## src/hw/lsu_pkg.sv

```systemverilog
// Load/store unit shared definitions

package lsu_pkg;

    // Datapath widths shared by the packed structs below
    localparam int DATA_WIDTH    = 32;
    localparam int ADDR_WIDTH    = 32;
    localparam int ROB_IDX_WIDTH = 5;

    // The picker helpers work on a fixed vector, callers use the low bits
    localparam int PICK_WIDTH     = 32;
    localparam int PICK_IDX_WIDTH = 5;

    // Store ops understood by the data cache
    typedef enum logic [1:0] {
        LSU_OP_SB = 2'b00,
        LSU_OP_SH = 2'b01,
        LSU_OP_SW = 2'b10
    } lsu_op_t;

    // Store payload, used on allocation and on the retire port
    typedef struct packed {
        lsu_op_t                  op;
        logic [ROB_IDX_WIDTH-1:0] tag;
        logic [ADDR_WIDTH-1:0]    addr;
        logic [DATA_WIDTH-1:0]    data;
    } sq_store_t;

    // Outcome of a launched store as reported by the cache side and the MHQ
    typedef struct packed {
        logic retry;
        logic replay;
        logic mhq_retry;
        logic mhq_replay;
    } sq_update_t;

    // Keeps only the lowest set bit, so index 0 has the highest priority
    function automatic logic [PICK_WIDTH-1:0] pick_lowest(input logic [PICK_WIDTH-1:0] vec);
        return vec & (~vec + PICK_WIDTH'(1));
    endfunction

    // Binary position of the set bit in a one-hot vector, zero when none is set
    function automatic logic [PICK_IDX_WIDTH-1:0] onehot_to_index(
        input logic [PICK_WIDTH-1:0] onehot
    );
        logic [PICK_IDX_WIDTH-1:0] idx;
        idx = '0;
        for (int i = 0; i < PICK_WIDTH; i++) begin
            if (onehot[i]) begin
                idx = idx | PICK_IDX_WIDTH'(i);
            end
        end
        return idx;
    endfunction

endpackage

```

## src/hw/lsu_sq_entry.sv

```systemverilog
// Store queue slot

`timescale 1ns/1ns

module lsu_sq_entry (
    input  logic                                 clk,
    input  logic                                 i_reset,

    input  logic                                 i_flush,

    // Allocation of a newly issued store
    input  logic                                 i_alloc_en,
    input  lsu_pkg::sq_store_t                   i_alloc_store,

    // Launch toward the data cache
    input  logic                                 i_launch_en,

    // Result of the launch from the cache side
    input  logic                                 i_update_en,
    input  lsu_pkg::sq_update_t                  i_update,

    // Wakeup from a miss handling fill
    input  logic                                 i_mhq_fill_en,

    // ROB retirement
    input  logic                                 i_rob_retire_en,
    input  logic [lsu_pkg::ROB_IDX_WIDTH-1:0]    i_rob_retire_tag,

    output logic                                 o_empty,
    output logic                                 o_launchable,
    output logic                                 o_nonspeculative,
    output lsu_pkg::sq_store_t                   o_store,
    output logic                                 o_rob_ack
);

    typedef enum logic [2:0] {
        SQ_EMPTY      = 3'd0,
        SQ_SPEC       = 3'd1,
        SQ_LAUNCHABLE = 3'd2,
        SQ_LAUNCHED   = 3'd3,
        SQ_FILL_WAIT  = 3'd4
    } entry_state_t;

    entry_state_t       state;
    entry_state_t       state_next;
    lsu_pkg::sq_store_t store;

    logic tag_match;
    logic rob_retire;
    logic update_retry;
    logic update_replay;
    logic speculative;

    assign tag_match  = (store.tag == i_rob_retire_tag);
    assign speculative = (state == SQ_SPEC);

    // A flush in the same cycle wins over the retire, so no ack is given then
    assign rob_retire = speculative & i_rob_retire_en & tag_match & ~i_flush;

    // Either the cache or the MHQ may ask for a retry or a replay
    assign update_retry  = i_update.retry | i_update.mhq_retry;
    assign update_replay = i_update.replay | i_update.mhq_replay;

    always_comb begin
        state_next = state;

        case (state)
            SQ_EMPTY: begin
                if (i_alloc_en) begin
                    state_next = SQ_SPEC;
                end
            end
            SQ_SPEC: begin
                if (rob_retire) begin
                    state_next = SQ_LAUNCHABLE;
                end
            end
            SQ_LAUNCHABLE: begin
                if (i_launch_en) begin
                    state_next = SQ_LAUNCHED;
                end
            end
            SQ_LAUNCHED: begin
                if (i_update_en) begin
                    if (update_retry) begin
                        state_next = SQ_FILL_WAIT;
                    end else if (update_replay) begin
                        state_next = SQ_LAUNCHABLE;
                    end else begin
                        state_next = SQ_EMPTY;
                    end
                end
            end
            SQ_FILL_WAIT: begin
                if (i_mhq_fill_en) begin
                    state_next = SQ_LAUNCHABLE;
                end
            end
            default: begin
                state_next = SQ_EMPTY;
            end
        endcase

        // Speculative stores are dropped, including one being allocated right now
        if (i_flush && (state == SQ_EMPTY || state == SQ_SPEC)) begin
            state_next = SQ_EMPTY;
        end
    end

    always_ff @(posedge clk) begin
        if (i_reset) begin
            state <= SQ_EMPTY;
        end else begin
            state <= state_next;
        end
    end

    // The payload is only written when a free slot takes a new store
    always_ff @(posedge clk) begin
        if (i_alloc_en && state == SQ_EMPTY) begin
            store <= i_alloc_store;
        end
    end

    assign o_empty          = (state == SQ_EMPTY);
    assign o_launchable     = (state == SQ_LAUNCHABLE);
    assign o_nonspeculative = (state == SQ_LAUNCHABLE) |
                              (state == SQ_LAUNCHED) |
                              (state == SQ_FILL_WAIT);
    assign o_store          = store;
    assign o_rob_ack        = rob_retire;

endmodule

```

## src/hw/lsu_sq.sv

```systemverilog
// Store queue

`timescale 1ns/1ns

module lsu_sq #(
    parameter int SQ_DEPTH = 8
) (
    input  logic                                 clk,
    input  logic                                 i_reset,

    input  logic                                 i_flush,
    output logic                                 o_full,
    output logic                                 o_nonspeculative_pending,

    // New store from the issue stage
    input  logic                                 i_alloc_en,
    input  lsu_pkg::sq_store_t                   i_alloc_store,

    // Retire port watched by the load queue and the cache side
    input  logic                                 i_sq_retire_stall,
    output logic                                 o_sq_retire_en,
    output logic [SQ_DEPTH-1:0]                  o_sq_retire_select,
    output lsu_pkg::sq_store_t                   o_sq_retire_store,

    // Outcome of the last launch, addressed to one slot
    input  logic                                 i_update_en,
    input  logic [SQ_DEPTH-1:0]                  i_update_select,
    input  lsu_pkg::sq_update_t                  i_update,

    // MHQ fill wakes up every store waiting on a miss
    input  logic                                 i_mhq_fill_en,

    // ROB retirement and its acknowledge
    input  logic                                 i_rob_retire_en,
    input  logic [lsu_pkg::ROB_IDX_WIDTH-1:0]    i_rob_retire_tag,
    output logic                                 o_rob_retire_ack
);

    localparam int SQ_IDX_WIDTH = (SQ_DEPTH > 1) ? $clog2(SQ_DEPTH) : 1;

    logic [SQ_DEPTH-1:0] entry_empty;
    logic [SQ_DEPTH-1:0] entry_launchable;
    logic [SQ_DEPTH-1:0] entry_nonspeculative;
    logic [SQ_DEPTH-1:0] entry_rob_ack;
    logic [SQ_DEPTH-1:0] alloc_select;
    logic [SQ_DEPTH-1:0] launch_select;
    logic [SQ_DEPTH-1:0] update_select;

    lsu_pkg::sq_store_t entry_store [SQ_DEPTH];

    logic [lsu_pkg::PICK_WIDTH-1:0]     alloc_pick;
    logic [lsu_pkg::PICK_WIDTH-1:0]     launch_pick;
    logic [lsu_pkg::PICK_IDX_WIDTH-1:0] launch_idx_full;
    logic [SQ_IDX_WIDTH-1:0]            launch_idx;
    logic                               launch_en;

    for (genvar i = 0; i < SQ_DEPTH; i++) begin : g_entry
        lsu_sq_entry lsu_sq_entry_i (
            .clk              (clk),
            .i_reset          (i_reset),
            .i_flush          (i_flush),
            .i_alloc_en       (alloc_select[i]),
            .i_alloc_store    (i_alloc_store),
            .i_launch_en      (launch_select[i]),
            .i_update_en      (update_select[i]),
            .i_update         (i_update),
            .i_mhq_fill_en    (i_mhq_fill_en),
            .i_rob_retire_en  (i_rob_retire_en),
            .i_rob_retire_tag (i_rob_retire_tag),
            .o_empty          (entry_empty[i]),
            .o_launchable     (entry_launchable[i]),
            .o_nonspeculative (entry_nonspeculative[i]),
            .o_store          (entry_store[i]),
            .o_rob_ack        (entry_rob_ack[i])
        );
    end

    assign update_select = {SQ_DEPTH{i_update_en}} & i_update_select;

    // New stores go into the lowest free slot
    assign alloc_pick   = lsu_pkg::pick_lowest(lsu_pkg::PICK_WIDTH'(entry_empty));
    assign alloc_select = {SQ_DEPTH{i_alloc_en}} & alloc_pick[SQ_DEPTH-1:0];

    // Full already accounts for the slot being taken this cycle
    assign o_full = ((entry_empty & ~alloc_select) == '0);

    assign o_nonspeculative_pending = |entry_nonspeculative;

    // Lowest launchable slot goes out, not the oldest store.
    // Nothing launches during a flush since the retire port carries no valid store then
    assign launch_pick   = lsu_pkg::pick_lowest(lsu_pkg::PICK_WIDTH'(entry_launchable));
    assign launch_select = {SQ_DEPTH{~i_sq_retire_stall & ~i_flush}} &
                           launch_pick[SQ_DEPTH-1:0];
    assign launch_en     = |launch_select;

    assign launch_idx_full = lsu_pkg::onehot_to_index(lsu_pkg::PICK_WIDTH'(launch_select));
    assign launch_idx      = launch_idx_full[SQ_IDX_WIDTH-1:0];

    // Retire port registers hold while the cache side stalls
    always_ff @(posedge clk) begin
        if (i_reset) begin
            o_sq_retire_en <= 1'b0;
        end else if (!i_sq_retire_stall) begin
            o_sq_retire_en <= launch_en;
        end
    end

    always_ff @(posedge clk) begin
        if (!i_sq_retire_stall) begin
            o_sq_retire_select <= launch_select;
            o_sq_retire_store  <= entry_store[launch_idx];
        end
    end

    // At most one slot matches a given ROB tag, the OR just collects it
    always_ff @(posedge clk) begin
        if (i_reset) begin
            o_rob_retire_ack <= 1'b0;
        end else begin
            o_rob_retire_ack <= |entry_rob_ack;
        end
    end

endmodule

```

## config.mk

```make
export PLATFORM = sky130hd
export DESIGN_NAME = lsu_sq
export DESIGN_NICKNAME = d
export VERILOG_FILES = /design/src/hw/lsu_pkg.sv /design/src/hw/lsu_sq_entry.sv /design/src/hw/lsu_sq.sv
export SDC_FILE = /design/constraint.sdc
export NUM_CORES = 1
export LEC_CHECK = 0
export ABC_AREA = 1
export ABC_CLOCK_PERIOD_IN_PS = 12200
export BUFFER_PORTS_ARGS = -buffer_cell sky130_fd_sc_hd__clkbuf_2
export CAP_MARGIN = 20
export CORE_ASPECT_RATIO = 0.6
export CORE_MARGIN = 8
export CORE_UTILIZATION = 50
export DETAILED_ROUTE_END_ITERATION = 8
export GPL_TIMING_DRIVEN = 0
export PLACE_DENSITY = 0.67
export SYNTH_ARGS = -nofsm -noshare
export SYNTH_HDL_FRONTEND = slang
export SYNTH_SLANG_ARGS = --single-unit
```

## constraint.sdc

```tcl
create_clock -name clk -period 12.2 [get_ports clk]
set_input_delay 0.61 -clock clk [delete_from_list [all_inputs] [get_ports clk]]
set_output_delay 0.61 -clock clk [all_outputs]
set_load 0.03 [all_outputs]
```

Word-level counts from Yosys, hierarchy flattened
Index checks and enable logic that the tools add are counted.

Bits in registers: 673. Logic and storage cells: 290. Bits of input ports: 96.

Mux-type cells: 53. Order comparisons: 1. $add $sub $neg: 2. Reduce and logical (&&, ||, !) cells: 52. Equal/unequal tests: 80. Bitwise logic cells: 55.

Operators by type and width (count): $bmux 71 s3 (1); $mux 71 (2); $pmux 3 s5 (8); $mux 3 (38); $ne 2x2->1 const B (32); $and 8x8->8 (6); $eq 3x2->1 const B (16); $eq 5x5->1 (8); $reduce_and 5->1 (8); $and 1x1->1 (25); $eq 3x1->1 const B (8); $eq 3x3->1 const B (8); $logic_not 3->1 (8); $not 8->8 (3); $reduce_or 8->1 (3); $or 1x1->1 (18); $add 8x1->8 const B (2); $logic_and 1x1->1 (16); $ne 2x1->1 const B (8); $reduce_or 2->1 (8); $logic_not 8->1 (1); $logic_or 1x1->1 (8); $mux 2 (3); $ge 4x4->1 const B (1); other kinds (3) (4).

Logic depth before layout (Yosys ltp)
Depth after elaboration: 16. Mapped depth: 15. Mapped depth without buffers: 13.

Hierarchy
Synthesis repeated with hierarchy kept, for this count alone.

Cell total of the unflattened synthesis: 3276. Area total of the unflattened synthesis: 31610.3 um^2.

Modules (own cells, without submodules): lsu_sq_entry (instances 8, seq. area each 2192.1 um^2, cells an instance 144, area an instance 2534.9 um^2); lsu_sq (instances 1, seq. area each 2412.3 um^2, cells an instance 2124, area an instance 11330.9 um^2).

Least setup slack after synthesis
OpenSTA, ideal clock, no wires.

Path type: input to register. Start: input port i_alloc_en. End: register g_entry[6].lsu_sq_entry_i.store, in the netlist g_entry[6].lsu_sq_entry_i.o_store[0] (enable). Setup time: 0.587 ns. Arrival time: 5.937 ns. Stages: 6. Path buffers: 0. Path slack: 5.676 ns. Data required time: 11.613 ns. Cell sequence: nand2_1 -> nor2_1 -> nand2_1 -> nor2_1 -> inv_1 -> nor3_1.

Longest elaborated chain between the ends: 2.

RTL lines: start, declared (line lsu_sq.sv:16) `input logic i_alloc_en,`; $and 8x8->8 (line lsu_sq.sv:82) `assign alloc_select = {SQ_DEPTH{i_alloc_en}} & alloc_pick[SQ_DEPTH-1:0];`; $logic_and 1x1->1 (line lsu_sq_entry.sv:120) `if (i_alloc_en && state == SQ_EMPTY) begin`; end signal, assigned (line lsu_sq_entry.sv:121) `store <= i_alloc_store;`; end, declared (line lsu_sq_entry.sv:46) `lsu_pkg::sq_store_t store;`.

No other way between the ends. A chain may end at the register's enable or synchronous reset.

Final worst setup path
Start: register g_entry[0].lsu_sq_entry_i.state[1]. End: output port o_full.

Longest elaborated chain between the ends: 8.

RTL lines: start, declared (line lsu_sq_entry.sv:44) `entry_state_t state;`; start signal, assigned (line lsu_sq_entry.sv:114) `state <= state_next;`; $logic_not 3->1 (*) (line lsu_sq_entry.sv:125) `assign o_empty = (state == SQ_EMPTY);`; $not 8->8 (line lsu_pkg.sv:39) `return vec & (~vec + PICK_WIDTH'(1));`; $add 8x1->8 (line lsu_pkg.sv:39); $and 8x8->8 (line lsu_pkg.sv:39); $and 8x8->8 (line lsu_sq.sv:82); $not 8->8 (line lsu_sq.sv:85) `assign o_full = ((entry_empty & ~alloc_select) == '0);`; $and 8x8->8 (*) (line lsu_sq.sv:85); $logic_not 8->1 (*) (line lsu_sq.sv:85); end, declared (line lsu_sq.sv:12) `output logic o_full,`.

Mark *: on every way between the ends. The rest lies on a longest branch, timed or not.

==> flow_summary.json <==
{
  "avgSynthCellArea_um2": 9.90,
  "crit_path_end_kind": "primary output",
  "async_flop_share_pct": 0,
  "r2r_slack_ns": 8.67,
  "grt_antenna_before_repair": 6,
  "drt_wl_total_mm": 92.5,
  "crit_buf_inv": 2,
  "syn_area_um2": 30800,
  "drt-initial-drc-count": 2833,
  "port_buffers": 170,
  "tightest_slew_ns": 1.17,
  "finalCritPeriodShare_pct": 33.0,
  "postCtsSetupBuffers": 0,
  "ys_types": 42,
  "ys_seq_area_share_pct": 64.8,
  "wl_per_cell_um": 21.7,
  "postRouteAntennaNets": 0,
  "regArea_um2": 19900,
  "worst-path-max-fanout": 6,
  "synth_edf_count": 647,
  "grt_max_degree": 49,
  "final_cell_mix": "nand2_1 (764), edfxtp_1 (647), inv_1 (635), nand3_1 (307), nand4_1 (306)",
  "cts_sinks": 673,
  "hpwl_mm": 62.7,
  "hp-class": "in -> reg",
  "initial_core_util_pct": 50.6,
  "whs_path_depth": 1,
  "worstSetupStartpointType": "register",
  "slew_violations": 0,
  "cts_hold_buf": 0,
  "cts_tree": "built",
  "top_level_ports": 179,
  "crit_chain": "inv_1, nand2_1, nand2_1, nor2_1, nand2_1, nor2_1, nand2_1, nand2_1, nand2_1, nor4_1, clkbuf_2",
  "h-tree-depth": 2,
  "fp.dieH_um": 208,
  "nFillCells": 5108,
  "cp_data_arrival_time_ns": 3.41,
  "synthFlopType": "edfxtp_1",
  "status": "completed",
  "core_um2": 60900,
  "timing.rr.end": "o_sq_retire_store[52]",
  "stdcell_count": 4256,
  "mostFrequentLayoutCell": "nand2_1",
  "tns_ns": 0,
  "clk_path_buf_depth": 3,
  "dp_cells": 4138,
  "postCtsResizedCells": 0,
  "grt_pass1_wl_mm": 139,
  "max_stage_delay_ns": 0.46,
  "crit_family": "simple AND/OR/NAND/NOR gates",
  "r2r_cells": 11,
  "period_minus_slack_ns": 4.02,
  "cts_root_buf": "clkbuf_16",
  "ys_ff_latch": 673,
  "grt-ovfl-total": 0,
  "crit_path_frequent_cell": "nand2_1",
  "yosys-top-cells-area": "edfxtp_1 (63%), nand2_1 (9.3%), inv_1 (7.8%)",
  "hold_end": "g_entry[4].lsu_sq_entry_i.o_store[17]",
  "critical_path_class": "reg -> out",
  "setup_viol_count_final": 0,
  "die_w_um": 336,
  "drive_above_1_share_pct": 12.1,
  "multi_input_area_um2": 7700,
  "rows": 70,
  "first_global_vias": 23000,
  "relSlewSlack_pct": 21.2,
  "cts-buffers-inserted": 61,
  "die_area_um2": 70100,
  "power_density_nw_per_um2": 160,
  "clkTransAtPathRegs_ns": 0.07,
  "holdCritStartpoint": "i_alloc_store[17]",
  "viasPerCell": 5.58,
  "syn-num-nets": 3209,
  "dr.pass1.iters": 8,
  "vias": 23700,
  "syn2layout_area_growth_pct": 14.5,
  "synth_top_area_share_pct": 63.1,
  "syn_inst": 3113,
  "crit_required_ns": 11.59,
  "r2r-start": "g_entry[4].lsu_sq_entry_i.state[0]",
  "drv_cap": 0,
  "critPathSlowestCell": "dfxtp_1",
  "fmax_mhz": 249,
  "grtUsageTotal_pct": 25.9,
  "yosysTopAreaCell": "edfxtp_1",
  "fin_nets": 3469,
  "worstSkewPairLatency_ns": 0.66,
  "gp_congestion": 0.969,
  "ir_drop_uv": 106,
  "p_leak_nw": 15.5,
  "drcViolationCount": 0,
  "yosysWarningCount": 0,
  "fin_worst_skew_ns": 0.0256,
  "rsz0062_at_grt": "no",
  "final_hold_viol_count": 0
}
[power by group]
| part | internal (mW) | switching, mW |
|---|---|---|
| combinational | 0.272 | 0.706 |
| sequential | 2.67 | 0.0402 |
| clock | 1.08 | 0.879 |
| total | 4.02 | 1.62 |
[synth_stat cells (3+ instances only)]
| cell type | instances |
|---|---|
| a211oi_1 | 4 |
| a21boi_0 | 4 |
| a21oi_1 | 24 |
| a31oi_1 | 5 |
| buf_1 | 18 |
| buf_2 | 96 |
| clkbuf_1 | 59 |
| dfxtp_1 | 26 |
| edfxtp_1 | 647 |
| inv_1 | 637 |
| nand2_1 | 764 |
| nand2_2 | 5 |
| nand3_1 | 307 |
| nand3b_1 | 3 |
| nand4_1 | 306 |
| nor2_1 | 113 |
| nor2_2 | 5 |
| nor3_1 | 17 |
| nor4_1 | 3 |
| o2111ai_1 | 5 |
| o21ai_0 | 24 |
| o22ai_1 | 5 |
| xnor2_1 | 11 |
[final cells by class]
type | count | area share, %
sequential | 673 | 56.6
multi-input combinational | 1624 | 21.8
clock inverter | 41 | 1.12
tap | 828 | 2.94
timing repair buffer | 197 | 3.91
antenna | 5 | 0.0355
inverter | 640 | 6.83
buffer | 176 | 2.27
clock buffer | 72 | 4.51
[worst max path at each step]
stage | startpoint | to | slack, ns | cells after the start
3_3_place_gp | i_alloc_en | g_entry[6].lsu_sq_entry_i.o_store[29] | 0.38 | 7
6_report | g_entry[0].lsu_sq_entry_i.state[1] | o_full | 8.18 | 11
4_1_cts | g_entry[0].lsu_sq_entry_i.state[1] | o_full | 8.29 | 11
2_1_floorplan | i_alloc_en | g_entry[6].lsu_sq_entry_i.o_store[0] | 5.68 | 6
5_1_grt | g_entry[0].lsu_sq_entry_i.state[1] | o_full | 8.06 | 11
3_5_place_dp | i_flush | o_sq_retire_store[60] | 8.62 | 11
[metal layers]
metal / GRT usage [%] / vias to the layer above / share of wire, %
li1: - / 10900 / -
met1: 37.4 / 11300 / 42
met2: 38.0 / 1377 / 43
met3: 6.73 / 198 / 12
met4: 8.53 / 6 / 2.9
met5: 0 / - / 0.042
[cell families (layout without fill, tap and decap cells)]
kind of cell           after synthesis  after routing  share of synthesized area (%)
AND/OR/NAND/NOR                   1534           1534                           23.0
AO/OA/AOI/OAI                       78             78                           1.54
buffers and inverters              816           1126                           10.4
flip-flops                         673            673                           64.8
other                                0              5                              0
XOR/XNOR                            12             12                          0.341
[metrics by stage]
step | power (mW) | hold WS [ns] | utilization [%] | area [µm²] | worst slack (ns)
6_report | 5.64 | 0.233 | 57.9 | 35300 | 8.18
4_1_cts | 5.65 | 0.202 | 57.9 | 35300 | 8.29
3_3_place_gp | 3.69 | 0.513 | 53.7 | 32700 | 0.381
3_5_place_dp | 3.72 | 0.518 | 54.7 | 33300 | 8.62
5_1_grt | 5.84 | 0.232 | 57.9 | 35300 | 8.06
2_1_floorplan | 3.37 | 0.482 | - | 30800 | 5.68
[state kept, by name, indices dropped and copies added (netlist names)]
signal                          count
g_entry.lsu_sq_entry_i.o_store    568
o_sq_retire_store                  71
g_entry.lsu_sq_entry_i.state       24
o_sq_retire_select                  8
o_rob_retire_ack                    1
o_sq_retire_en                      1
(Power assumes the default switching activity.)
